<file path="src/soc_pkg.sv">
package soc_pkg;

  typedef logic [15:0] addr_t;
  typedef logic [31:0] data_t;
  typedef logic [3:0]  strb_t;
  typedef logic [1:0]  resp_t;
  typedef logic [2:0]  irq_code_t;

  localparam resp_t RESP_OKAY   = 2'b00;
  localparam resp_t RESP_DECERR = 2'b11;

  // interrupt numbers seen by the host
  localparam irq_code_t IRQ_NONE   = 3'd0;
  localparam irq_code_t IRQ_TIMER0 = 3'd1;
  localparam irq_code_t IRQ_TIMER1 = 3'd2;

  // address map
  localparam addr_t RAM_BASE   = 16'h0000;
  localparam addr_t TIMER_BASE = 16'h1000;
  localparam int    TIMER_SPAN = 32;  // bytes

  // timer register offsets inside its window
  localparam logic [4:0] TMR_CTRL   = 5'h00;
  localparam logic [4:0] TMR_CMP0   = 5'h04;
  localparam logic [4:0] TMR_CMP1   = 5'h08;
  localparam logic [4:0] TMR_CNT0   = 5'h0c;
  localparam logic [4:0] TMR_CNT1   = 5'h10;
  localparam logic [4:0] TMR_STATUS = 5'h14;

  typedef enum logic [1:0] {TGT_NONE, TGT_RAM, TGT_TIMER} target_e;

  typedef struct packed {
    logic  valid;
    logic  we;
    addr_t addr;
    data_t wdata;
    strb_t strb;
  } bus_req_t;

  typedef struct packed {
    logic  ack;
    data_t rdata;
  } bus_rsp_t;

endpackage

</file>
<file path="src/addr_decoder.sv">
`timescale 1ns/1ps

module addr_decoder import soc_pkg::*; #(
  parameter int RAM_WORDS = 256
) (
  input  addr_t   addr_i,
  output target_e target_o,
  output logic    decerr_o
);

  localparam int RAM_BYTES = RAM_WORDS * 4;

  addr_t ram_off;
  addr_t tmr_off;

  // offsets wrap below the base, so one compare covers both ends
  assign ram_off = addr_i - RAM_BASE;
  assign tmr_off = addr_i - TIMER_BASE;

  always_comb begin
    target_o = TGT_NONE;
    decerr_o = 1'b0;
    if (int'(ram_off) < RAM_BYTES)
      target_o = TGT_RAM;
    else if (int'(tmr_off) < TIMER_SPAN)
      target_o = TGT_TIMER;
    else
      decerr_o = 1'b1;
  end

endmodule

</file>
<file path="config.mk">
export PLATFORM = sky130hd
export DESIGN_NAME = addr_decoder
export DESIGN_NICKNAME = d
export VERILOG_FILES = /design/src/soc_pkg.sv /design/src/addr_decoder.sv
export SDC_FILE = /design/constraint.sdc
export NUM_CORES = 1
export LEC_CHECK = 0
export ABC_AREA = 1
export BUFFER_PORTS_ARGS = -buffer_cell sky130_fd_sc_hd__clkbuf_2
export CORE_AREA = 2 2 39 41
export DETAILED_ROUTE_END_ITERATION = 8
export DIE_AREA = 0 0 41 43
export GPL_TIMING_DRIVEN = 0
export MAX_ROUTING_LAYER = met4
export PLACE_DENSITY = 0.39
export SLEW_MARGIN = 0
export SYNTH_ARGS = -nofsm -noshare
export SYNTH_HDL_FRONTEND = slang
export SYNTH_SLANG_ARGS = --single-unit
</file>
<file path="constraint.sdc">
create_clock -name vclk -period 0.8
set_input_delay 0.04 -clock vclk [all_inputs]
set_output_delay 0.04 -clock vclk [all_outputs]
set_load 0.005 [all_outputs]
</file>
==> run summary <==
The run finished with clean final reports. The fraction of final layout cells with drive strength greater than 1 is 0.5588, and the number of buffers added on ports is 14. During I/O placement, the number of pins put on the boundary was 19. The final route contains 155 vias.

Count of final setup violators: 0. The sequential group share of total power is 0. For the total of fill cells in the finished design, the log shows 165. The run gives 0.9123 as the tightest slew margin relative to the limit.

Across the VDD grid, the largest voltage drop is 0.00006649 V. The count of warnings emitted by yosys is 0, and the total number of sequential cells is 0. The aggregate negative setup slack was 0 ns; the power per cell area was 298.4 mW/mm².

The number of inserted diodes is 0, and the number of nets still failing antenna checks after routing is 0. Post-CTS repair changed the size of 0 cells. Dividing the detail-routed wire length by the instance count gives 5.780 µm.

At the pin with the least slew margin, the transition time is 0.1314 ns. The logs give 0 for the clock group share of total power and 0.6107 for the placer's final routability congestion estimate. The leakage power total was 0.09688 nW; the total area of sequential cells was 0 µm². The capturing element type of the critical path was a primary output. For the placeable core region, the log shows 0.001384 mm².

The worst hold endpoint is target_o[0]. The first detailed-routing pass took 4 iterations. The max-cap check violation count is 0, and the number of nets in the synthesized netlist is 36.

Final core utilization: 0.1347. The maximum fanout encountered on the critical timing path works out to 2. For this run the aggregate overflow at the end of global routing stands at 0. The effective utilization at floorplan is 0.06962.

Final wirelength: 289 µm. The clock buffer instance count of the final layout is 0, and the cell area after synthesis is 96.34 µm². The signal arrival time at the worst endpoint was 0.63 ns; the final cycle utilization of the critical path was 0.8327. The switching power is 26.29 µW. Initial antenna violation count: 0.

In the routed layout, each cell is associated on average with a via count of 3.100. The area growth from synthesis to final layout came out at 93.51%. The logs give 1501 MHz for the maximum operating frequency and 9 for the number of different library cells in the post-synthesis netlist. The final-report hold violation count was 0; the die outline area was 0.001763 mm².

The pin count of the biggest net entering global routing came out at 4. The internal portion of the total power is 29.35 µW. The die boundary width was 41 µm. The type of origin of the critical path is an input port. The startpoint of the most critical hold path was addr_i[14]. At the worst endpoint, the required time is 0.76 ns. Each instance of the synthesized netlist takes up on average 4.817 µm².

The worst hold path passes through 5 cells. The count of mapped cells out of synthesis was 20; the combinational share of power was 1.000. The logs give 52 for the number of nets in the layout and 14 for the number of placement rows.

The number of max-slew violations in the final report is 0, and the total setup buffers inserted after CTS is 0. The top cell type's share of synthesized area is 0.1948, and the height of the die is 43 µm. Number of standard cells in the final layout excluding fillers: 50. The via count of the first global-routing pass is 123, and the final period demand of the worst path is 0.6662 ns.

The first global-routing pass estimated 414 µm of wire. The overall power of the completed layout was 55.64 µW; the switching share of power was 0.4725. The logs give 4 for the number of design-rule violations left by the first detailed-router iteration and 291.4 µm for the detailed placer's ending HPWL.

After clock tree synthesis, the flow added hold-fix buffers numbering 0. The register area share after synthesis was 0; the minimum hold slack was 0.4019 ns. Setup repair after global routing left no endpoint under its margin.

The largest total area in the synthesized netlist belongs to sky130_fd_sc_hd__nor2_1. The category of the critical setup timing path was in2out. The run gives 50 as the count of placed standard cells including taps.

Sorting the synthesized cells by area gives the leading types as sky130_fd_sc_hd__nor2_1 (19%), sky130_fd_sc_hd__nor2_2 (19%), sky130_fd_sc_hd__nand2_1 (16%). The total global routing track utilization is 0.03173. The worst setup path startpoint was addr_i[8].

In the routed design, unresolved DRC markers number 0. The worst hold path belongs to the class in2out.
[routing by layer]
metal / wire, µm / vias up / GRT usage
li1: - / 89 / -
met1: 118 / 59 / 0.04430
met2: 139 / 7 / 0.05313
met3: 31 / 0 / 0
met4: 0 / 0 / 0
met5: 0 / - / -
[worst max-delay path, cell delays in order]
cell,delay [ns]
sky130_fd_sc_hd__clkbuf_2,0.09
sky130_fd_sc_hd__or2_1,0.23
sky130_fd_sc_hd__nor2_1,0.09
sky130_fd_sc_hd__a21oi_1,0.07
sky130_fd_sc_hd__clkbuf_2,0.11
[per-stage QoR]
step	worst slack, ns	cell area, µm²
floorplan	0.3635	96.34
global placement	0.1325	186.4
detailed placement	0.1170	186.4
CTS	0.1199	186.4
global route	0.07050	186.4
finish	0.1338	186.4
[layout by cell type (no fill, tap or decap)]
master                      n
sky130_fd_sc_hd__nor3_2     1
sky130_fd_sc_hd__clkbuf_2  14
sky130_fd_sc_hd__a21oi_1    1
sky130_fd_sc_hd__nand2_2    1
sky130_fd_sc_hd__or2_1      1
sky130_fd_sc_hd__nor2_2     3
sky130_fd_sc_hd__nand2_1    4
sky130_fd_sc_hd__nand3_1    1
sky130_fd_sc_hd__inv_1      3
sky130_fd_sc_hd__nor2_1     5
[cells in the mapped netlist, drive strengths merged]
| master | n |
|---|---|
| nand2 | 5 |
| inv | 3 |
| nor2 | 8 |
| nor3 | 1 |
| nand3 | 1 |
| or2 | 1 |
| a21oi | 1 |
[power groups by stage]
stage	Sequential, mW	Combinational, mW	Clock, mW
floorplan	0	0.0221	0
global placement	0	0.0562	0
detailed placement	0	0.0565	0
CTS	0	0.0567	0
global route	0	0.0620	0
finish	0	0.0556	0
[kinds of logic after synthesis]
logic type | synth area share
AOI/OAI and AO/OA | 0.05190
and+or+nand+nor | 0.8312
buffers and inverters | 0.1169
[final cells by class]
cell class / instances / area [µm²] / share of cell area
multi-input combinational: 17 / 85.08 / 0.4564
timing repair buffer: 14 / 70.07 / 0.3758
tap: 16 / 20.02 / 0.1074
inverter: 3 / 11.26 / 0.06040
[worst max-delay path by stage]
stage / endpoint / slack, ns / cells past startpoint
finish: decerr_o / 0.13 / 5
global route: decerr_o / 0.07 / 6
CTS: decerr_o / 0.12 / 5
detailed placement: decerr_o / 0.12 / 5
global placement: decerr_o / 0.13 / 5
floorplan: decerr_o / 0.36 / 3
Note: power is estimated with default switching activity, not from simulation.
