===== config.mk =====
export PLATFORM = sky130hd
export DESIGN_NAME = axil_slave_port
export DESIGN_NICKNAME = d
export VERILOG_FILES = /design/src/soc_pkg.sv /design/src/axil_slave_port.sv
export SDC_FILE = /design/constraint.sdc
export NUM_CORES = 1
export LEC_CHECK = 0
export BUFFER_PORTS_ARGS = -buffer_cell sky130_fd_sc_hd__buf_4
export CELL_PAD_IN_SITES_DETAIL_PLACEMENT = 1
export CELL_PAD_IN_SITES_GLOBAL_PLACEMENT = 1
export CORE_ASPECT_RATIO = 1.1
export CORE_UTILIZATION = 37
export DETAILED_ROUTE_END_ITERATION = 7
export PLACE_DENSITY_LB_ADDON = 0.25
export SYNTH_ARGS = -nofsm -noshare
export SYNTH_HDL_FRONTEND = slang
export SYNTH_SLANG_ARGS = --single-unit
export TNS_END_PERCENT = 100

===== constraint.sdc =====
create_clock -name sysclock -period 6.4 [get_ports sysclock]
set_clock_uncertainty 0.1 [all_clocks]
set_input_delay 0 -clock sysclock [delete_from_list [all_inputs] [get_ports sysclock]]
set_output_delay 0 -clock sysclock [all_outputs]
set_load 0.02 [all_outputs]

===== src/soc_pkg.sv =====
package soc_pkg;

  typedef logic [15:0] addr_t;
  typedef logic [31:0] data_t;
  typedef logic [3:0]  strb_t;
  typedef logic [1:0]  resp_t;
  typedef logic [2:0]  irq_code_t;

  localparam resp_t RESP_OKAY   = 2'b00;
  localparam resp_t RESP_DECERR = 2'b11;

  // interrupt numbers seen by the host
  localparam irq_code_t IRQ_NONE   = 3'd0;
  localparam irq_code_t IRQ_TIMER0 = 3'd1;
  localparam irq_code_t IRQ_TIMER1 = 3'd2;

  // address map
  localparam addr_t RAM_BASE   = 16'h0000;
  localparam addr_t TIMER_BASE = 16'h1000;
  localparam int    TIMER_SPAN = 32;  // bytes

  // timer register offsets inside its window
  localparam logic [4:0] TMR_CTRL   = 5'h00;
  localparam logic [4:0] TMR_CMP0   = 5'h04;
  localparam logic [4:0] TMR_CMP1   = 5'h08;
  localparam logic [4:0] TMR_CNT0   = 5'h0c;
  localparam logic [4:0] TMR_CNT1   = 5'h10;
  localparam logic [4:0] TMR_STATUS = 5'h14;

  typedef enum logic [1:0] {TGT_NONE, TGT_RAM, TGT_TIMER} target_e;

  typedef struct packed {
    logic  valid;
    logic  we;
    addr_t addr;
    data_t wdata;
    strb_t strb;
  } bus_req_t;

  typedef struct packed {
    logic  ack;
    data_t rdata;
  } bus_rsp_t;

endpackage


===== src/axil_slave_port.sv =====
`timescale 1ns/1ps

module axil_slave_port import soc_pkg::*; (
  input  logic     sysclock,
  input  logic     rst_i,
  input  addr_t    s_awaddr_i,
  input  logic     s_awvalid_i,
  output logic     s_awready_o,
  input  data_t    s_wdata_i,
  input  strb_t    s_wstrb_i,
  input  logic     s_wvalid_i,
  output logic     s_wready_o,
  output resp_t    s_bresp_o,
  output logic     s_bvalid_o,
  input  logic     s_bready_i,
  input  addr_t    s_araddr_i,
  input  logic     s_arvalid_i,
  output logic     s_arready_o,
  output data_t    s_rdata_o,
  output resp_t    s_rresp_o,
  output logic     s_rvalid_o,
  input  logic     s_rready_i,
  output bus_req_t req_o,
  input  logic     ack_i,
  input  data_t    rdata_i,
  input  resp_t    resp_i
);

  typedef enum logic [1:0] {IDLE, ISSUE, WAIT, RESP} state_e;

  state_e state;
  logic   wr_rdy;  // awready and wready together
  logic   rd_rdy;
  logic   wr_accept;
  logic   rd_accept;
  logic   is_write;
  logic   req_valid;
  addr_t  req_addr;
  data_t  req_wdata;
  strb_t  req_strb;
  logic   bvalid;
  logic   rvalid;
  data_t  rsp_data;
  resp_t  rsp_code;

  assign wr_accept = wr_rdy & s_awvalid_i & s_wvalid_i;
  assign rd_accept = rd_rdy & s_arvalid_i;

  always_ff @(posedge sysclock or posedge rst_i) begin
    if (rst_i) begin
      state     <= IDLE;
      wr_rdy    <= 1'b0;
      rd_rdy    <= 1'b0;
      is_write  <= 1'b0;
      req_valid <= 1'b0;
      bvalid    <= 1'b0;
      rvalid    <= 1'b0;
    end else begin
      case (state)
        IDLE: begin
          if (wr_accept) begin
            wr_rdy   <= 1'b0;
            is_write <= 1'b1;
            state    <= ISSUE;
          end else if (rd_accept) begin
            rd_rdy   <= 1'b0;
            is_write <= 1'b0;
            state    <= ISSUE;
          end else if (!wr_rdy && !rd_rdy) begin
            if (s_awvalid_i && s_wvalid_i)
              wr_rdy <= 1'b1;
            else if (s_arvalid_i && !s_awvalid_i && !s_wvalid_i)
              rd_rdy <= 1'b1;  // writes win
          end
        end
        ISSUE: begin
          req_valid <= 1'b1;
          state     <= WAIT;
        end
        WAIT: begin
          req_valid <= 1'b0;  // single cycle pulse
          if (ack_i) begin
            bvalid <= is_write;
            rvalid <= ~is_write;
            state  <= RESP;
          end
        end
        RESP: begin
          if ((bvalid && s_bready_i) || (rvalid && s_rready_i)) begin
            bvalid <= 1'b0;
            rvalid <= 1'b0;
            state  <= IDLE;
          end
        end
        default: state <= IDLE;
      endcase
    end
  end

  always_ff @(posedge sysclock) begin
    if (wr_accept) begin
      req_addr  <= s_awaddr_i;
      req_wdata <= s_wdata_i;
      req_strb  <= s_wstrb_i;
    end else if (rd_accept) begin
      req_addr  <= s_araddr_i;
      req_wdata <= '0;
      req_strb  <= '0;
    end
    if (state == WAIT && ack_i) begin
      rsp_data <= is_write ? '0 : rdata_i;
      rsp_code <= resp_i;
    end
  end

  assign s_awready_o = wr_rdy;
  assign s_wready_o  = wr_rdy;
  assign s_arready_o = rd_rdy;
  assign s_bvalid_o  = bvalid;
  assign s_bresp_o   = rsp_code;
  assign s_rvalid_o  = rvalid;
  assign s_rresp_o   = rsp_code;
  assign s_rdata_o   = rsp_data;

  assign req_o = '{valid: req_valid, we: is_write, addr: req_addr,
                   wdata: req_wdata, strb: req_strb};

endmodule


==> flow_summary_export.csv <==
group,metric,value,unit
floorplan,start_util,0.383,
worst_setup_path,worst-r2r-cell-count,4,
cts,cts_setup_buffers,0,
yosys,synthArstFlopShare,0.0851,
global_route,busiest_layer,"met2",
global_route,grt_pass1_vias,3879,
worst_setup_path,ff2ff_setup_slack,3.98,ns
power,power,2.17,mW
floorplan,fp-row-count,38,
hold_path,min_path_type,"in -> async",
worst_setup_path,crit_required,6.59,ns
placed_design,gp_congestion,0.790,
yosys,syn_inst,269,
run,max_cap_violations,0,
placed_design,io_buffers,204,
sta,grt_setup_unrepaired,"false",
global_route,track_usage,0.270,
cts,numCtsBuffers,9,
sta,drv_slew,0,
power,vdd_drop_max,0.219,mV
yosys,synth.yosys.seq_area_share,0.730,
sta,tns,0,ns
run_status,status,"finished clean",
placed_design,hpwl,7700,microns
worst_setup_path,crit_arrival,2.62,ns
sta,tightest_slew,1.25,ns
cts,cts_tree,"done",
global_route,grt_max_degree,57,
floorplan,dieArea,10700,sq um
drt,wl,14300,microns
yosys,ys.flop_type,"edfxtp_1",
floorplan,die_x,98.8,microns
global_route,grt_use_met2,0.537,
cts,clk_path_buf_depth,2,
sta,slew_headroom,0.162,
final_layout,fin_nets,696,
final_layout,fill_cells,990,
floorplan,dieHeight,108,microns
sta,period_minus_slack,2.42,ns
global_route,overflow,0,
global_route,grt_pass1_wl,21100,microns
global_route,antenna_found_initial,2,
final_layout,area_growth,76.7,%
global_route,grtUsageMet1,0.262,
final_layout,final_cells,709,
worst_setup_path,critPathKind,"reg -> reg",
cts,cts_htree_levels,3,
sta,finalCritPeriodShare,0.378,
yosys,synth_edf_count,86,
yosys,postSynthAreaPerCell,14.2,sq um
cts,root_buffer,"clkbuf_8",
global_route,grt.met3_usage,0.0608,
worst_setup_path,worstReg2RegEnd,"s_arready_o$_DFFE_PP0P_",
floorplan,core_area,9940,sq um
final_layout,drive_gt1_frac,0.382,
power,p_per_area,323,nW/um^2
drt,drc,0,
sta,finalSetupViolCount,0,
worst_setup_path,end_kind,"flip-flop",
power,p_leak,2.92,nW
sta,max_clock_freq,413,MHz
floorplan,pin_count,205,
yosys,ys_types,30,
drt,wl_per_cell,20.2,microns
yosys,ys_ff_latch,94,
drt,ant_nets,0,
drt,vias,3368,
sta,hold_viol,0,
worst_setup_path,r2r-start,"s_awready_o$_DFFE_PP0P_",
cts,clk_latency,0.36,ns
worst_setup_path,cp_max_fo,7,
drt,first_pass_iters,4,
cts,clock_sinks,94,
drt,viasPerCell,4.75,
worst_setup_path,startpoint,"s_awready_o$_DFFE_PP0P_",
yosys,syn_nets,383,
yosys,yosysWarnings,0,
yosys,synth_area,3810,sq um
worst_setup_path,start_kind,"flip-flop",
placed_design,dp_cells,579,
drt,drt_iter0_drc,149,
cts,cts.reportedPaths.clkPinSlew,0.10,ns
-- layout by cell type (no fill, tap or decap), types with 2 or more instances in the layout --
master	synthesis	routed
ha_1	4	4
and2_1	37	37
inv_1	6	6
nand3_1	4	4
a22o_1	2	2
a41oi_1	2	2
o2bb2ai_1	2	2
nand2_1	51	50
a22oi_1	3	3
o22ai_1	2	2
clkbuf_8	0	13
o21ai_1	2	2
diode_2	0	2
buf_4	5	205
dfrtp_1	8	8
nor2b_1	32	32
dlygate4sd3_1	0	112
edfxtp_1	86	86
-- area by class of cell --
class	count	area [sq um]	area share
diodes	2	5.00	0.000744
clock buffers	14	183	0.0271
clock inverters	2	38.8	0.00576
inverters	6	22.5	0.00335
multi-input cells	154	888	0.132
flip-flops and latches	94	2780	0.413
well taps	120	150	0.0223
repair buffers	317	2660	0.395
-- how the worst max path moves through the flow --
| stage | endpoint | slack (ns) | depth (start not counted) |
|---|---|---|---|
| floorplan | req_addr[0]$_DFFE_PP_ | 3.81 | 3 |
| global placement | req_wdata[14]$_SDFFCE_PN0P_ | 4.08 | 2 |
| detailed placement | req_wdata[7]$_SDFFCE_PN0P_ | 3.98 | 2 |
| CTS | req_wdata[7]$_SDFFCE_PN0P_ | 3.98 | 2 |
| global route | req_wdata[6]$_SDFFCE_PN0P_ | 3.81 | 2 |
| finish | s_arready_o$_DFFE_PP0P_ | 3.98 | 4 |
-- metrics by stage --
| step | utilization | setup WS [ns] | instance area, sq um | hold WS (ns) |
|---|---|---|---|---|
| 2_1_floorplan | - | 3.81 | 3810 | -0.284 |
| 3_3_place_gp | 0.542 | 4.08 | 5380 | -0.113 |
| 3_5_place_dp | 0.542 | 3.98 | 5380 | -0.106 |
| 4_1_cts | 0.677 | 3.98 | 6730 | 0.0550 |
| 5_1_grt | 0.677 | 3.81 | 6730 | 0.0845 |
| 6_report | 0.677 | 3.98 | 6730 | 0.0693 |
-- metal layers --
layer | part of all wire | wire, microns
met2 | 0.56 | 7970
met4 | 0.033 | 470
met5 | 0 | 0
met1 | 0.35 | 4970
met3 | 0.064 | 913
-- synth_stat cells, drive strengths merged, types with 3 or more instances --
master	instances	area share
edfxtp	86	0.68
nand2	51	0.050
and2	37	0.061
nor2b	32	0.053
buf	11	0.028
dfrtp	8	0.053
inv	6	0.0059
nand3	5	0.0079
clkbuf	4	0.0039
ha	4	0.013
a22oi	3	0.0059
o21ai	3	0.0039
-- sequential cells by signal (all words and copies together), names as in the netlist, 2 cells and up --
name       flops
req_addr      16
req_wdata     32
s_rdata_o     32
req_strb       4
s_bresp_o      2
state          2
-- cells by family (layout without fill, tap and decap cells) --
logic type	after synthesis	after routing	synth area share
buffers and inverters	21	339	0.0374
flip-flops	94	94	0.730
AND/OR/NAND/NOR	131	131	0.182
other	0	2	0
adder cells (fa/ha/maj)	4	4	0.0131
AO/OA/AOI/OAI	19	19	0.0374
-- worst max-delay path, stage by stage, from the launching register on --
cell           delay (ns)
dfrtp_1              0.46
or4_1                0.53
dlygate4sd3_1        0.57
o21ai_1              0.12
dlygate4sd3_1        0.58
-- power by group --
part	internal (mW)	total, mW	switching, mW
combinational	0.350	0.771	0.422
sequential	0.852	0.956	0.104
clock	0.225	0.444	0.219
total	1.43	2.17	0.744
-- repair_timing --
item | 4_1_cts | 5_1_grt
gates resized for setup | 0 | 0
hold endpoints to repair | 101 | 0
hold buffers | 112 | 0
Note: power is estimated with default switching activity, not from simulation.
