`config.mk`:
```
export PLATFORM = sky130hd
export DESIGN_NAME = timer_unit
export DESIGN_NICKNAME = d
export VERILOG_FILES = /design/src/soc_pkg.sv /design/src/timer_unit.sv
export SDC_FILE = /design/constraint.sdc
export NUM_CORES = 1
export LEC_CHECK = 0
export BUFFER_PORTS_ARGS = -buffer_cell sky130_fd_sc_hd__clkbuf_2
export CAP_MARGIN = 0
export CORE_MARGIN = 2
export CORE_UTILIZATION = 43
export CTS_CLUSTER_SIZE = 8
export DETAILED_ROUTE_END_ITERATION = 10
export GPL_ROUTABILITY_DRIVEN = 0
export PLACE_DENSITY_LB_ADDON = 0.2
export SLEW_MARGIN = 30
export SYNTH_ARGS = -nofsm -noshare
export SYNTH_HDL_FRONTEND = slang
export SYNTH_SLANG_ARGS = --single-unit
```
`constraint.sdc`:
```
create_clock -name sysclock -period 5.6 [get_ports sysclock]
set_clock_uncertainty 0.05 [all_clocks]
set_input_delay 0.56 -clock sysclock [delete_from_list [all_inputs] [get_ports sysclock]]
set_output_delay 0.56 -clock sysclock [all_outputs]
set_load 0.05 [all_outputs]
```
`src/soc_pkg.sv`:
```
package soc_pkg;

  typedef logic [15:0] addr_t;
  typedef logic [31:0] data_t;
  typedef logic [3:0]  strb_t;
  typedef logic [1:0]  resp_t;
  typedef logic [2:0]  irq_code_t;

  localparam resp_t RESP_OKAY   = 2'b00;
  localparam resp_t RESP_DECERR = 2'b11;

  // interrupt numbers seen by the host
  localparam irq_code_t IRQ_NONE   = 3'd0;
  localparam irq_code_t IRQ_TIMER0 = 3'd1;
  localparam irq_code_t IRQ_TIMER1 = 3'd2;

  // address map
  localparam addr_t RAM_BASE   = 16'h0000;
  localparam addr_t TIMER_BASE = 16'h1000;
  localparam int    TIMER_SPAN = 32;  // bytes

  // timer register offsets inside its window
  localparam logic [4:0] TMR_CTRL   = 5'h00;
  localparam logic [4:0] TMR_CMP0   = 5'h04;
  localparam logic [4:0] TMR_CMP1   = 5'h08;
  localparam logic [4:0] TMR_CNT0   = 5'h0c;
  localparam logic [4:0] TMR_CNT1   = 5'h10;
  localparam logic [4:0] TMR_STATUS = 5'h14;

  typedef enum logic [1:0] {TGT_NONE, TGT_RAM, TGT_TIMER} target_e;

  typedef struct packed {
    logic  valid;
    logic  we;
    addr_t addr;
    data_t wdata;
    strb_t strb;
  } bus_req_t;

  typedef struct packed {
    logic  ack;
    data_t rdata;
  } bus_rsp_t;

endpackage

```
`src/timer_unit.sv`:
```
`timescale 1ns/1ps

module timer_unit import soc_pkg::*; #(
  parameter int TIMER_WIDTH = 16
) (
  input  logic       sysclock,
  input  logic       rst_i,
  input  bus_req_t   req_i,
  input  logic       sel_i,
  output bus_rsp_t   rsp_o,
  output logic [1:0] pending_o,
  output logic       int_en_o
);

  typedef logic [TIMER_WIDTH-1:0] count_t;

  count_t     cnt [2];
  count_t     cmp [2];
  logic [1:0] tmr_en;
  logic [1:0] pending;
  logic [1:0] hit;    // compare match this cycle
  logic [1:0] clr;    // write-one-to-clear from STATUS
  logic       int_en;
  logic       access;
  logic       wr;
  logic [4:0] off;
  data_t      rd_word;
  logic       ack;
  data_t      rdata;

  assign access = req_i.valid & sel_i;
  assign wr     = access & req_i.we;
  assign off    = req_i.addr[4:0];
  assign clr    = (wr && off == TMR_STATUS) ? req_i.wdata[1:0] : 2'b00;

  always_comb begin
    for (int i = 0; i < 2; i++)
      hit[i] = tmr_en[i] && (cnt[i] == cmp[i]);
  end

  always_ff @(posedge sysclock or posedge rst_i) begin
    if (rst_i) begin
      tmr_en  <= 2'b00;
      int_en  <= 1'b0;
      pending <= 2'b00;
      for (int i = 0; i < 2; i++) begin
        cnt[i] <= '0;
        cmp[i] <= '0;
      end
    end else begin
      for (int i = 0; i < 2; i++) begin
        if (tmr_en[i])
          cnt[i] <= hit[i] ? '0 : cnt[i] + count_t'(1);
      end
      pending <= (pending & ~clr) | hit;  // a new match wins over clear
      if (wr) begin
        case (off)
          TMR_CTRL: begin
            tmr_en <= req_i.wdata[1:0];
            int_en <= req_i.wdata[31];
          end
          TMR_CMP0: cmp[0] <= req_i.wdata[TIMER_WIDTH-1:0];
          TMR_CMP1: cmp[1] <= req_i.wdata[TIMER_WIDTH-1:0];
          default: ;  // counts and status handled above
        endcase
      end
    end
  end

  always_comb begin
    case (off)
      TMR_CTRL:   rd_word = {int_en, 29'd0, tmr_en};
      TMR_CMP0:   rd_word = data_t'(cmp[0]);
      TMR_CMP1:   rd_word = data_t'(cmp[1]);
      TMR_CNT0:   rd_word = data_t'(cnt[0]);
      TMR_CNT1:   rd_word = data_t'(cnt[1]);
      TMR_STATUS: rd_word = {30'd0, pending};
      default:    rd_word = '0;
    endcase
  end

  always_ff @(posedge sysclock) begin
    if (access)
      rdata <= rd_word;
  end

  always_ff @(posedge sysclock or posedge rst_i) begin
    if (rst_i)
      ack <= 1'b0;
    else
      ack <= access;
  end

  assign rsp_o     = '{ack: ack, rdata: rdata};
  assign pending_o = pending;
  assign int_en_o  = int_en;

endmodule

```
==> out/results.txt, run 1 <==
post-DP HPWL: 6720 um
share of layout cells above drive strength 1: 0.244
combinational power share: 0.180
post-layout util: 0.488
Tcrit/Tclk final: 0.436
clk root buf: clkbuf_8
io pins: 93
Slew HR: 0.391
Post-CTS Resized: 0
Die Area: 11000 sq um
metal3 WL: 447 um
Hold Buf Count CTS: 0
RSZ-0062 raised after global routing: false
CP Max Fanout: 17
input/output buffers: 47
arrival time at the worst endpoint: 2.59 ns
Yosys warning count: 0
Post-Syn Area: 4370 sq um
Final Max Slew Viols: 0
setup ws final: 3.16 ns
routed length on met2: 4750 um
cells after synthesis: 381
Area Growth Syn to Fin: 9.70%
Avg WL per Cell: 17.3 um
Static Leak: 2.20 nW
TritonCTS Sinks: 87
reg2reg setup slack: 3.16 ns
Distinct cells, synth: 35
first-pass GRT wire length: 15600 um
internal power: 0.951 mW
area occupied by multi-input gates: 1930 sq um
Tmin final: 2.44 ns
initial core utilization: 0.445
largest net degree at the start of global routing: 71
path depth of the worst reg2reg path: 5
FMAX: 409 MHz
endpoints failing setup: 0
final std cell area, no fill: 4800 sq um
grt ovf: 0
initial antenna violation count: 0
via count: 2971
Setup CP Type: register to register
maxcap violations: 0
Synth Area per Inst: 11.5 sq um
Iteration-0 DRC Markers: 148
CTS max path bufs: 2
H-tree levels: 3
Slew @ Worst Pin: 0.906 ns
Reg power frac: 0.554
Hold Path Class: input pin to async pin
Hold WS: 0.290 ns
clock-pin slew on the worst setup and hold paths: 0.09 ns
total CTS buffers: 9
P per Cell Area: 289 nW/um^2
worst endpoint required time: 5.74 ns
Tot GR Track Use: 0.186
drt total wl: 9740 um
Ant. Diodes: 0
met1 WL: 4340 um
sequential share of the synthesized area: 0.517
worst skew pair latency: 0.35 ns
post-CTS setup buffer count: 0
Clock Power Share: 0.266
IR drop worst, VDD: 0.000104 V
Yosys reg bits: 87
Critical Path Sink Type: register
Layout Nets: 484
Die H: 105 um
CP startpoint kind: register
Top Layer Used: met4
final number of hold-violating endpoints: 0
TNS Setup: 0 ns
Core Box Area: 9820 sq um
Placement Cell Area: 4630 sq um
TritonCTS clock tree: built
sw frac: 0.314
Pre-antenna DRT Iters: 5
FF+latch area: 2260 sq um
Rows: 36
Sw Pwr: 0.436 mW
vias in the first global route: 2888
pre-CTS setup slack: 2.61 ns
fillers: 941
die width: 105 um
post-DR vias/cell: 5.28
outcome: finished, final reports clean
Final ANT Viol Nets: 0
DRC: 0
[layer usage]
layer / vias up / track usage
met4: 0 / 0.0743
met5: - / 0
li1: 1398 / -
met2: 78 / 0.299
met3: 18 / 0.0343
met1: 1477 / 0.250
[flip-flops by register name, indices dropped and copies added, names as in the netlist]
register	cells
tmr_en	2
pending_o	2
rdata	17
cmp	32
cnt	32
int_en_o	1
ack	1
[power groups by stage]
stage                     Sequential [mW]  Combinational (mW)  Clock (mW)
after global routing                0.776               0.276       0.406
final                               0.769               0.250       0.368
after detailed placement            0.781               0.251           0
after global placement              0.778               0.249           0
after CTS                           0.767               0.252       0.377
after floorplan                     0.800               0.169           0
[cells by family (layout without fill, tap and decap cells)]
logic type               after synthesis  after routing  synth area share
buffers and inverters                 36             71            0.0529
flip-flops                            87             87             0.517
multiplexers                          37             37            0.0947
AND/OR/NAND/NOR                      120            120             0.142
adder cells (fa/ha/maj)                2              2           0.00572
AO/OA/AOI/OAI                         36             36            0.0621
other                                  1             15          0.000858
XOR/XNOR                              62             62             0.124
[cells in the mapped netlist, drive strengths merged]
cell type,number,share of area
dfrtp,70,0.40
nor2,43,0.039
xnor2,39,0.078
mux2,35,0.090
a22oi,34,0.058
buf,27,0.045
nand2,27,0.024
xor2,23,0.046
edfxtp,17,0.12
nand3,14,0.016
nand4,11,0.016
and3,6,0.0086
nor4,6,0.015
clkbuf,5,0.0043
inv,4,0.0034
nor3,4,0.0072
and2,3,0.0043
a21o,2,0.0037
ha,2,0.0057
mux2i,2,0.0046
nand2b,2,0.0029
and4,1,0.0020
conb,1,0.00086
nor4b,1,0.0034
or2,1,0.0014
or3,1,0.0026
[worst max-delay path, cell delays in order, from the launching register on]
cell and delay, ns:
dfrtp_1 0.48, xor2_1 0.20, nor4_1 0.47, nand4_1 0.24, nor4_4 0.73, nor2_1 0.12
[final cells by class]
type,count,share of cell area
clock buffer,14,0.0297
clock inverter,2,0.00183
inverter,4,0.00313
multi-input combinational,272,0.403
sequential,87,0.472
tap,133,0.0347
timing repair buffer,51,0.0561
[metrics by stage]
step | total power [mW] | std cells
after global routing | 1.46 | 563
after global placement | 1.03 | 546
after CTS | 1.40 | 562
after detailed placement | 1.03 | 546
final | 1.39 | 563
after floorplan | 0.969 | 395
[final timing paths]
kind | from | end
setup / recovery | cnt[0] | cnt[10]
hold / removal | rst_i | int_en_o
setup reg to reg | cnt[0] | cnt[10]
hold reg to reg | int_en_o | int_en_o
max in group asynchronous | rst_i | cnt[14]
min in group sysclock | req_i[35] | int_en_o
[cells in the final DEF, fill, tap and decap left out, drive strengths merged]
| cell | instances |
|---|---|
| nand4 | 11 |
| nor3 | 4 |
| nor4b | 1 |
| mux2i | 2 |
| nand3 | 14 |
| ha | 2 |
| conb | 15 |
| dfrtp | 70 |
| or3 | 1 |
| clkbuf | 61 |
| xor2 | 23 |
| nand2 | 27 |
| mux2 | 35 |
| edfxtp | 17 |
| and3 | 6 |
| inv | 4 |
| clkinv | 2 |
| buf | 4 |
| a21o | 2 |
| or2 | 1 |
| and4 | 1 |
| xnor2 | 39 |
| and2 | 3 |
| nand2b | 2 |
| nor2 | 43 |
| a22oi | 34 |
| nor4 | 6 |
Power figures use the tool's default switching activity.
==> run 2, diff against run 1 <==
clock period = 2 ns   (was 5.6 ns; I/O delays follow)
==> run 2 against run 1 <==
Sequential cell count did not move; sequential power rose to 2.8 times the previous value; die area did not move; largest power group unchanged; highest routed layer unchanged; critical path type unchanged; final area rose by 6.2%.
==> out/results.txt, run 2 (same netlist as run 1, synthesis figures left out) <==
via count: 3013 (+1.4%)
total CTS buffers: 9 (unchanged)
Critical Path Sink Type: register
Layout Nets: 510 (+5.4%)
met3 Track Usage GR: 0.0318 (-0.00250)
final number of hold-violating endpoints: 0 (unchanged)
area occupied by multi-input gates: 1930 sq um (about the same)
drt total wl: 10000 um (+3.0%)
largest net degree at the start of global routing: 28 (-61%)
arrival time at the worst endpoint: 2.10 ns (-0.49 ns)
fillers: 914 (-2.9%)
initial antenna violation count: 0 (unchanged)
M2 GR Usage: 0.308 (+0.00835)
r2r endpoint: cnt[7]
setup ws final: 0.107 ns (-3.05 ns)
Die Area: 11000 sq um (unchanged)
CP Max Fanout: 11 (-6)
vias in the first global route: 3037 (+5.2%)
worst skew pair latency: 0.37 ns (+0.02 ns)
Hold Path Sink: cmp[6]
Setup CP Type: register to register
RSZ-0062 raised after global routing: false
clock-pin slew on the worst setup and hold paths: 0.09 ns (about the same)
path depth of the worst reg2reg path: 6 (+1)
Area Growth Syn to Fin: 16.5%
pre-CTS setup slack: 0.177 ns (-2.44 ns)
DRC: 0 (unchanged)
Top Registers: cmp: 32 flops, cnt: 32 flops, rdata: 17 flops
endpoints failing setup: 0 (unchanged)
Placed Cells: 568 (+4.0%)
commonest non-fill, non-tap cells in the layout: 70 x dfrtp_1, 47 x clkbuf_2, 42 x nor2_1
post-DR vias/cell: 5.12 (-3.1%)
Die H: 105 um (unchanged)
reg2reg setup slack: 0.11 ns (-3.05 ns)
Static Leak: 2.37 nW (+7.6%)
grt ovf: 0 (unchanged)
share of layout cells above drive strength 1: 0.287 (+0.0431)
io pins: 93 (unchanged)
IR drop worst, VDD: 0.000439 V (+320%)
clk root buf: clkbuf_8
Tmin final: 1.89 ns (-0.551 ns)
FMAX: 528 MHz (+29%)
Hold Path Origin: req_i[10]
Core Box Area: 9820 sq um (unchanged)
Tcrit/Tclk final: 0.946 (+0.510)
post-CTS setup buffer count: 0 (unchanged)
Min-Delay Path Depth: 2
Hold Path Class: input pin to register
die width: 105 um (unchanged)
CTS max path bufs: 2 (unchanged)
fin cells: 589 (+4.6%)
P per Cell Area: 805 nW/um^2 (+180%)
worst endpoint required time: 2.21 ns (-3.53 ns)
Pre-antenna DRT Iters: 4 (-1)
total power draw: 4.10 mW (+200%)
H-tree levels: 3 (unchanged)
Iteration-0 DRC Markers: 101 (-32%)
TNS Setup: 0 ns (unchanged)
first-pass GRT wire length: 16200 um (+3.9%)
CP startpoint kind: register
Rows: 36 (unchanged)
Tot GR Track Use: 0.195 (+0.00807)
initial core utilization: 0.445 (unchanged)
TritonCTS Sinks: 87 (unchanged)
most common cell after layout, fill and taps aside: dfrtp_1
Slew HR: 0.544 (+0.152)
Ant. Diodes: 0 (unchanged)
Final Max Slew Viols: 0 (unchanged)
FF+latch area: 2260 sq um (unchanged)
met1 usage: 0.272 (+0.0211)
Avg WL per Cell: 17.0 um (-1.6%)
post-DP HPWL: 7180 um (+6.9%)
TritonCTS clock tree: built
Slew @ Worst Pin: 0.683 ns (-0.223 ns)
outcome: finished, final reports clean
most used routing layer: met2
worst reg2reg startpoint: cmp[0]
maxcap violations: 0 (unchanged)
Final ANT Viol Nets: 0 (unchanged)
input/output buffers: 47 (unchanged)
-- run 2: cell type report --
class / instances / area share
Inverter: 4 / 0.00369
Tap cell: 133 / 0.0327
Clock inverter: 6 / 0.00811
Timing Repair Buffer: 77 / 0.103
Sequential cell: 87 / 0.444
Clock buffer: 10 / 0.0292
Multi-Input combinational cell: 272 / 0.379
-- run 2: worst max path at each step --
stage / startpoint / end / cells after the start
2_1_floorplan: cnt[22] / cnt[26] / 7
3_3_place_gp: cnt[18] / cnt[22] / 6
3_5_place_dp: cnt[18] / cnt[22] / 6
4_1_cts: cmp[0] / cnt[7] / 6
5_1_grt: cnt[18] / cnt[22] / 6
6_report: cmp[0] / cnt[7] / 6
-- run 2: worst max-delay path: stages, from the launching register on --
cell,delay [ns]
dfrtp_1,0.42
xor2_1,0.19
nor4_1,0.41
nand4_1,0.21
nor4_4,0.20
buf_4,0.22
nor2_1,0.08
-- run 2: through the flow --
step	util	hold WS [ns]	cell area, sq um
3_3_place_gp	0.494	0.267	4850
6_report	0.518	0.0134	5090
2_1_floorplan	-	0.285	4430
4_1_cts	0.518	0.00109	5090
3_5_place_dp	0.494	0.277	4850
5_1_grt	0.518	0.00855	5090
-- run 2: timing repair --
item | 4_1_cts | 5_1_grt
gates resized for setup | 0 | 0
hold endpoints to repair | 29 | 0
hold buffers | 5 | 0
-- run 2: report_power, final --
part,switching [mW],total [mW],internal (mW)
combinational,0.480,0.778,0.299
sequential,0.174,2.13,1.95
clock,0.662,1.19,0.531
-- run 2: per-layer routing --
layer | part of all wire | routed length, um
met3 | 0.040 | 402
met1 | 0.47 | 4730
met2 | 0.47 | 4740
met4 | 0.016 | 159
met5 | 0 | 0
