File: src/soc_pkg.sv
package soc_pkg;

  typedef logic [15:0] addr_t;
  typedef logic [31:0] data_t;
  typedef logic [3:0]  strb_t;
  typedef logic [1:0]  resp_t;
  typedef logic [2:0]  irq_code_t;

  localparam resp_t RESP_OKAY   = 2'b00;
  localparam resp_t RESP_DECERR = 2'b11;

  // interrupt numbers seen by the host
  localparam irq_code_t IRQ_NONE   = 3'd0;
  localparam irq_code_t IRQ_TIMER0 = 3'd1;
  localparam irq_code_t IRQ_TIMER1 = 3'd2;

  // address map
  localparam addr_t RAM_BASE   = 16'h0000;
  localparam addr_t TIMER_BASE = 16'h1000;
  localparam int    TIMER_SPAN = 32;  // bytes

  // timer register offsets inside its window
  localparam logic [4:0] TMR_CTRL   = 5'h00;
  localparam logic [4:0] TMR_CMP0   = 5'h04;
  localparam logic [4:0] TMR_CMP1   = 5'h08;
  localparam logic [4:0] TMR_CNT0   = 5'h0c;
  localparam logic [4:0] TMR_CNT1   = 5'h10;
  localparam logic [4:0] TMR_STATUS = 5'h14;

  typedef enum logic [1:0] {TGT_NONE, TGT_RAM, TGT_TIMER} target_e;

  typedef struct packed {
    logic  valid;
    logic  we;
    addr_t addr;
    data_t wdata;
    strb_t strb;
  } bus_req_t;

  typedef struct packed {
    logic  ack;
    data_t rdata;
  } bus_rsp_t;

endpackage

File: src/bus_combiner.sv
`timescale 1ns/1ps

module bus_combiner import soc_pkg::*; (
  input  target_e    target_i,
  input  logic       decerr_i,
  input  logic       req_valid_i,
  input  bus_rsp_t   ram_rsp_i,
  input  bus_rsp_t   tmr_rsp_i,
  input  logic [1:0] pending_i,
  input  logic       int_en_i,
  output logic       ack_o,
  output data_t      rdata_o,
  output resp_t      resp_o,
  output irq_code_t  irq_o
);

  always_comb begin
    ack_o   = 1'b0;
    rdata_o = '0;
    resp_o  = RESP_OKAY;
    if (decerr_i) begin
      ack_o  = req_valid_i;  // nobody else will answer
      resp_o = RESP_DECERR;
    end else begin
      case (target_i)
        TGT_RAM: begin
          ack_o   = ram_rsp_i.ack;
          rdata_o = ram_rsp_i.rdata;
        end
        TGT_TIMER: begin
          ack_o   = tmr_rsp_i.ack;
          rdata_o = tmr_rsp_i.rdata;
        end
        default: ;
      endcase
    end
  end

  // timer 1 has the higher priority
  always_comb begin
    irq_o = IRQ_NONE;
    if (int_en_i) begin
      casez (pending_i)
        2'b1?:   irq_o = IRQ_TIMER1;
        2'b01:   irq_o = IRQ_TIMER0;
        default: irq_o = IRQ_NONE;
      endcase
    end
  end

endmodule

File: config.mk
export PLATFORM = sky130hd
export DESIGN_NAME = bus_combiner
export DESIGN_NICKNAME = d
export VERILOG_FILES = /design/src/soc_pkg.sv /design/src/bus_combiner.sv
export SDC_FILE = /design/constraint.sdc
export NUM_CORES = 1
export LEC_CHECK = 0
export ABC_AREA = 1
export BUFFER_PORTS_ARGS = -buffer_cell sky130_fd_sc_hd__buf_2
export CORE_UTILIZATION = 28
export DETAILED_ROUTE_END_ITERATION = 8
export PLACE_DENSITY = 0.86
export SYNTH_ARGS = -nofsm -noshare
export SYNTH_HDL_FRONTEND = slang
export SYNTH_SLANG_ARGS = --single-unit
export TNS_END_PERCENT = 30
File: constraint.sdc
create_clock -name vclk -period 1.6
set_input_delay 0.48 -clock vclk [all_inputs]
set_output_delay 0.48 -clock vclk [all_outputs]
set_load 0.01 [all_outputs]
==> run metrics, run 1 <==
grt ovf=0; syn_nets=about 200; Placed Instances=260; clock buffer count=0; wire length per cell=approximately 12 um; drt drc=0; Worst IR Drop VDD=about 220 uV; antenna cells=0; status=finished with violations; final worst path period share=120%; leakage=approximately 0.80 nW; Area growth, synth to finish=146%; maximum clock rate=about 520 MHz; nature of the critical path endpoint=primary output; RD Place Congestion=around 0.75; site row count=18; largest stage delay on the critical path=190 ps; Hold/Removal Path Class=primary input to primary output; failing checks=negative setup slack; die area=between 2000 and 3000 sq um; Final Hold Fails=0; total number of vias=approximately 1200; Final TNS setup=-9890 ps; GRT met2 Usage=42.4%; crit path cell chain=buf_8, inv_4, ha_4, nor2_4, inv_4, clkbuf_16, a21oi_4, buf_2; Worst Path Buf+Inv=5; M1 GR Usage=19.5%; Finished Layout Cells=265; Tot Pwr=about 440 uW; fin area=1800 sq um; # IOs=111; RSZ-0062 raised after global routing=yes; final setup vio count=33; Seq/Total Area, Yosys=0%; Post-Route WL=approximately 3.2 mm; power density over cell area=between 200 and 250 nW/um^2; synth warn=0; DR iter-0 viols=14; largest net degree at the start of global routing=19; overall routing resource usage=19.2%; final worst slack=-326 ps; Finished Core Util=between 70 and 80%; Worst path slowest cell=ha_4; Port Buf Inserts=110; layout cells sized above 1=around two thirds; worst setup path class=primary input to primary output; count of cell types in the netlist=12; startpoint types=primary input; GRT Max-Usage Layer=met2; crit-path max FO=8; post-route ant nets=0; Post-DP Area=roughly 1500 sq um; Reg area=0 sq um; Die Y=about 53 um; WHS Path Cells=3; Critical Path Stages=8; initial antenna violation count=0; CTS Hold Bufs=0; M3 GR Usage=less than 1%; Post-Syn Area=between 700 and 800 sq um; # fillers=202; final slew viol count=0; first-pass GRT wire length=4.10 mm; Crit path max-delay family=buffers and inverters; DIE WIDTH=approximately 53 um; count of max-cap constraint violations=0; Detailed Routing Iterations Pass 1=4; post-route minimum period=~1900 ps; most used cell, CP=inv_4; DP Wirelength=2.26 mm; Starting Density=about 30%; critical path arrival=~1500 ps; Syn Inst Count=127; Syn Area/Cell=~5.8 sq um; number of sequential cells=0; CP Data Required Time=approximately 1100 ps; vias in the first global route=around 980; core area=between 2000 and 2500 sq um; routed vias/inst=4.59; Layout Nets=around 310
## Yosys cell counts
library cell	count	area [sq um]
nand2_1	72	270
a21oi_2	30	263
buf_4	7	52.6
buf_6	6	67.6
inv_1	3	11.3
a21oi_1	2	10.0
ha_1	2	25.0
clkbuf_8	1	13.8
conb_1	1	3.75
inv_2	1	3.75
nor2_1	1	3.75
nor2_2	1	6.26
## routing by layer
layer,wire [um],vias up,share of wire [%]
met5,0,-,0
met3,122,4,3.8
met2,1930,44,59
met1,1160,553,36
li1,-,615,-
met4,35,0,1.1
## worst paths after layout
path              slack, ps    endpoint    startpoint
hold / removal         1210    irq_o[0]  pending_i[1]
setup / recovery       -330  rdata_o[1]   target_i[0]
## metrics by stage
| step | hold WS [ps] | setup slack, ps |
|---|---|---|
| detailed placement | 1210 | -359 |
| global route | 1210 | -365 |
| CTS | 1210 | -327 |
| floorplan | 1010 | -62.3 |
| finish | 1210 | -326 |
| global placement | 1200 | -332 |
## final cells by class
cell class                 count  area, sq um  share of cell area [%]
multi-input combinational    109          837                    46.5
tap                           30         37.5                    2.08
inverter                       4         20.0                    1.11
timing repair buffer         122          906                    50.3
## cell families after synthesis
logic type,share of synthesized area (%)
simple gates,38.4
compound gates,37.3
buf+inv,20.4
fa+ha+maj,3.42
other cells,0.513
## cell usage in the layout (no fill, tap or decap)
cell type,synthesis,routed
a21oi_1,2,2
a21oi_4,0,30
buf_12,0,4
buf_16,0,1
buf_2,0,84
buf_4,7,4
buf_6,6,26
buf_8,0,2
clkbuf_16,0,1
conb_1,1,1
ha_4,0,2
inv_1,3,2
inv_4,0,2
nand2_1,72,72
nor2_1,1,1
nor2_4,0,1
## what timing repair did
action,in CTS,in global routing
endpoints found under the hold margin,0,0
pin swaps,1,0
resized for setup,16,21
endpoints found under the setup margin,33,33
cloned,1,2
buffers inserted,1,1
## power breakdown
| part | switching (mW) | leakage [nW] | internal [mW] | total (mW) |
|---|---|---|---|---|
| Combinational | 0.219 | 0.798 | 0.225 | 0.444 |
| Clock | 0 | 0 | 0 | 0 |
| Sequential | 0 | 0 | 0 | 0 |
No activity file was read; power rests on OpenSTA's default activity.
==> inputs of run 2 (changes only) <==
--- a/config.mk
+++ b/config.mk
@@ -7,9 +7,9 @@
 export LEC_CHECK = 0
 export ABC_AREA = 1
 export BUFFER_PORTS_ARGS = -buffer_cell sky130_fd_sc_hd__buf_2
-export CORE_UTILIZATION = 28
+export CORE_UTILIZATION = 33
 export DETAILED_ROUTE_END_ITERATION = 8
-export PLACE_DENSITY = 0.86
+export PLACE_DENSITY = 0.95
 export SYNTH_ARGS = -nofsm -noshare
 export SYNTH_HDL_FRONTEND = slang
 export SYNTH_SLANG_ARGS = --single-unit
==> constraint.sdc (replaced) <==
create_clock -name vclk -period 2.4
set_input_delay 0.72 -clock vclk [all_inputs]
set_output_delay 0.72 -clock vclk [all_outputs]
set_load 0.01 [all_outputs]
==> run metrics, run 2 (synthesis gave the netlist of run 1 again) <==
WHS Path Cells=3; RSZ-0062 raised after global routing=yes; final worst slack=approximately 11 ps; initial antenna violation count=0; RD Place Congestion=between 0.7 and 0.8; leakage=0.753 nW; crit-path max FO=9; final worst path period share=around 100%; Reg area=0 sq um; largest net degree at the start of global routing=19; layout cells sized above 1=67.2%; core area=2020 sq um; critical path arrival=~1700 ps; Worst IR Drop VDD=approximately 120 uV; final setup vio count=0; DR iter-0 viols=15; vias in the first global route=roughly 1100; CP Data Required Time=approximately 1700 ps; worst setup path class=primary input to primary output; DIE WIDTH=49.1 um; die area=2410 sq um; largest stage delay on the critical path=190 ps; DP Wirelength=between 2 and 2.5 mm; Die Y=slightly below 50 um; dpl ws=-66.0 ps; Finished Layout Cells=262; post-route ant nets=0; nature of the critical path endpoint=primary output; status=finished clean; Area growth, synth to finish=90.2%; Tot Pwr=~230 uW; commonest non-fill, non-tap cell in the layout=buf_2; fin area=about 1400 sq um; wire length per cell=10.6 um; most frequent cells in the layout=buf_2, nand2_1, a21oi_2; Detailed Routing Iterations Pass 1=4; count of max-cap constraint violations=0; Placed Instances=about 260; routed vias/inst=about 4.6; antenna cells=0; startpoint types=primary input; Port Buf Inserts=110; overall routing resource usage=between 20% and 30%; Starting Density=between 30% and 40%; number of sequential cells=0; site row count=16; crit path cell chain=buf_8, inv_4, ha_4, nor2_4, inv_6, buf_12, a21oi_1, buf_2; grt ovf=0; Layout Nets=around 310; total number of vias=roughly 1200; Worst path slowest cell=ha_4; Post-DP Area=1270 sq um; final slew viol count=0; drt drc=0; Hold/Removal Path Class=primary input to primary output; # IOs=roughly 110; maximum clock rate=~420 MHz; Final TNS setup=0 ps; power density over cell area=166 nW/um^2; Post-Route WL=~2.8 mm; clock buffer count=0; post-route minimum period=2390 ps; Final Hold Fails=0; first-pass GRT wire length=4.49 mm
-- run 2: changes by cell type in the layout (fill, tap and decap cells not counted), moves of 2 or more --
cell | previous run | this run
a21oi_4 | 30 | 0
buf_6 | 26 | 3
a21oi_2 | 0 | 30
buf_4 | 4 | 6
buf_12 | 4 | 2
buf_2 | 84 | 108
-- run 2: metrics by stage --
stage / utilization (%) / hold slack, ps
detailed placement: 62.6 / 1680
floorplan: - / 1490
global placement: 62.6 / 1690
global route: 68.8 / 1700
CTS: 67.9 / 1690
finish: 68.8 / 1700
-- run 2: critical path, delay by kind of cell --
kind                     cells  cell delay [ps]
buffers and inverters        5              520
adder cells (fa/ha/maj)      1              190
AND/OR/NAND/NOR              1              130
AO/OA/AOI/OAI                1              110
-- run 2: worst paths after layout --
kind,slack [ps],to,from
worst max-delay path,10,rdata_o[31],target_i[0]
worst min-delay path,1700,irq_o[0],pending_i[1]
-- run 2: area by class of cell --
cell class / count / area (sq um)
repair buffers: 122 / 729
multi-input cells: 109 / 604
fillers: 187 / 632
inverters: 4 / 22.5
well taps: 27 / 33.8
-- run 2: routing by layer --
metal / up-vias / routed length [um] / share of wire (%) / track usage (%)
li1: 614 / - / - / -
met1: 503 / 985 / 35 / 21.7
met2: 74 / 1510 / 54 / 50.2
met3: 2 / 268 / 9.6 / 3.43
met4: 0 / 16 / 0.58 / 1.96
met5: - / 0 / 0 / 0
-- run 2: what timing repair did --
| item | CTS | global route |
|---|---|---|
| hold buffers | 0 | 0 |
| cloned | 2 | 1 |
| pin swaps | 4 | 1 |
| buffers inserted | 2 | 0 |
| setup endpoints to repair | 32 | 32 |
| gates resized for setup | 13 | 5 |
-- run 2: power breakdown --
| group | internal, mW | switching, mW |
|---|---|---|
| Combinational | 0.119 | 0.112 |
| Clock | 0 | 0 |
| Sequential | 0 | 0 |
| Total | 0.119 | 0.112 |
==> inputs of run 3 (changes only) <==
--- a/config.mk
+++ b/config.mk
@@ -5,9 +5,8 @@
 export SDC_FILE = /design/constraint.sdc
 export NUM_CORES = 1
 export LEC_CHECK = 0
-export ABC_AREA = 1
 export BUFFER_PORTS_ARGS = -buffer_cell sky130_fd_sc_hd__buf_2
-export CORE_UTILIZATION = 33
+export CORE_UTILIZATION = 28
 export DETAILED_ROUTE_END_ITERATION = 8
 export PLACE_DENSITY = 0.95
 export SYNTH_ARGS = -nofsm -noshare
==> run metrics, run 3 <==
count of max-cap constraint violations=0; Starting Density=a little under a third; Seq/Total Area, Yosys=0%; failing checks=negative setup slack; top post-synthesis cells by area=a22oi_1, nor2_1, buf_6; share of the synthesized area in the top cell type=around 45%; Finished Core Util=76.8%; CP Data Required Time=1680 ps; crit-path max FO=5; Tot Pwr=between 200 and 250 uW; Layout Nets=roughly 270; # IOs=~110; critical path arrival=approximately 1800 ps; WHS Path Cells=3; DP Wirelength=between 1.5 and 2 mm; final setup vio count=32; Port Buf Inserts=110; maximum clock rate=401 MHz; Post-Route WL=roughly 3.0 mm; most frequent cell after synthesis=a22oi_1; Final Hold Fails=0; RD Place Congestion=around 0.71; nature of the critical path endpoint=primary output; commonest non-fill, non-tap cell in the layout=buf_2; startpoint types=primary input; syn_nets=between 150 and 200; largest net degree at the start of global routing=18; layout cells sized above 1=just over 80%; wire length per cell=between 10 and 15 um; cell taking the most area after synthesis=a22oi_1; clock buffer count=0; routed vias/inst=5.11; RSZ-0062 raised after global routing=yes; final slew viol count=0; Area growth, synth to finish=149%; Die Y=between 40 and 50 um; DR iter-0 viols=19; overall routing resource usage=a little under a quarter; fin area=between 1000 and 1500 sq um; Post-Syn Area=roughly 550 sq um; count of cell types in the netlist=13; Worst IR Drop VDD=between 100 and 150 uV; die area=around 2100 sq um; Fin Hold WS=1680 ps; vias in the first global route=909; final worst slack=-93.5 ps; site row count=15; grt ovf=0; Hold/Removal Path Class=primary input to primary output; number of sequential cells=0; drt drc=0; CTS Hold Bufs=0; Post-DP Area=approximately 1100 sq um; Placed Instances=roughly 220; power density over cell area=~180 nW/um^2; total number of vias=1135; Syn Area/Cell=between 6 and 7 sq um; Syn Inst Count=91; worst setup path class=primary input to primary output; DIE WIDTH=between 40 and 50 um; status=finished with violations; first-pass GRT wire length=around 3.8 mm; core area=between 1500 and 2000 sq um; most frequent cells in the layout=buf_2, a22oi_1, nor2_2; hold_sp=pending_i[1]; Detailed Routing Iterations Pass 1=4; antenna cells=0; # fillers=between 100 and 150; final worst path period share=104%; Final TNS setup=-1060 ps; post-route ant nets=0; Critical Path Start=target_i[0]; leakage=~0.71 nW; dpl ws=-125 ps; post-route minimum period=2490 ps; initial antenna violation count=0; Reg area=0 sq um; synth warn=0; Finished Layout Cells=approximately 220; most frequent cells after synthesis=a22oi_1, nor2_1, buf_2
run 3: changes by cell type after synthesis, sizes merged, moves of 2 or more:
cell | previous run | this run
a22oi | 0 | 33
inv | 4 | 2
buf | 13 | 15
a21oi | 32 | 0
nor2 | 2 | 33
nand2 | 72 | 2
run 3: logic make-up after synthesis:
group | after synthesis | synth area share (%)
and+or+nand+nor | 37 | 28.0
AOI/OAI and AO/OA | 34 | 45.9
buffers and inverters | 17 | 20.9
adders and majority gates | 2 | 4.54
other | 1 | 0.681
run 3: path summary, 6_finish.rpt:
| path | end | slack (ps) |
|---|---|---|
| max | ack_o | -90 |
| min | irq_o[0] | 1680 |
run 3: timing repair:
item	in CTS	in global routing
buffers inserted	0	0
endpoints found under the setup margin	33	33
gates cloned	4	0
resized for setup	30	36
pin swaps	34	2
run 3: worst max-delay path: stages:
cell,delay [ps]
buf_8,100
inv_4,40
ha_4,180
or2_4,290
o21ai_0,250
buf_2,180
run 3: area by class of cell:
type / instances / area (sq um) / area share, %
Timing Repair Buffer: 121 / 718 / 52.4
Inverter: 2 / 10.0 / 0.731
Multi-Input combinational cell: 74 / 611 / 44.6
Tap cell: 25 / 31.3 / 2.28
run 3: power by group:
part	internal, mW	leakage, nW	switching (mW)	total, mW
Combinational	0.126	0.709	0.121	0.247
Sequential	0	0	0	0
Clock	0	0	0	0
run 3: layer usage:
layer / global-route usage, % / share of wire, % / up-vias
li1: - / - / 538
met4: 1.18 / 0.99 / 0
met1: 26.0 / 38 / 515
met5: 0 / 0 / -
met3: 1.18 / 9.3 / 4
met2: 47.8 / 51 / 78
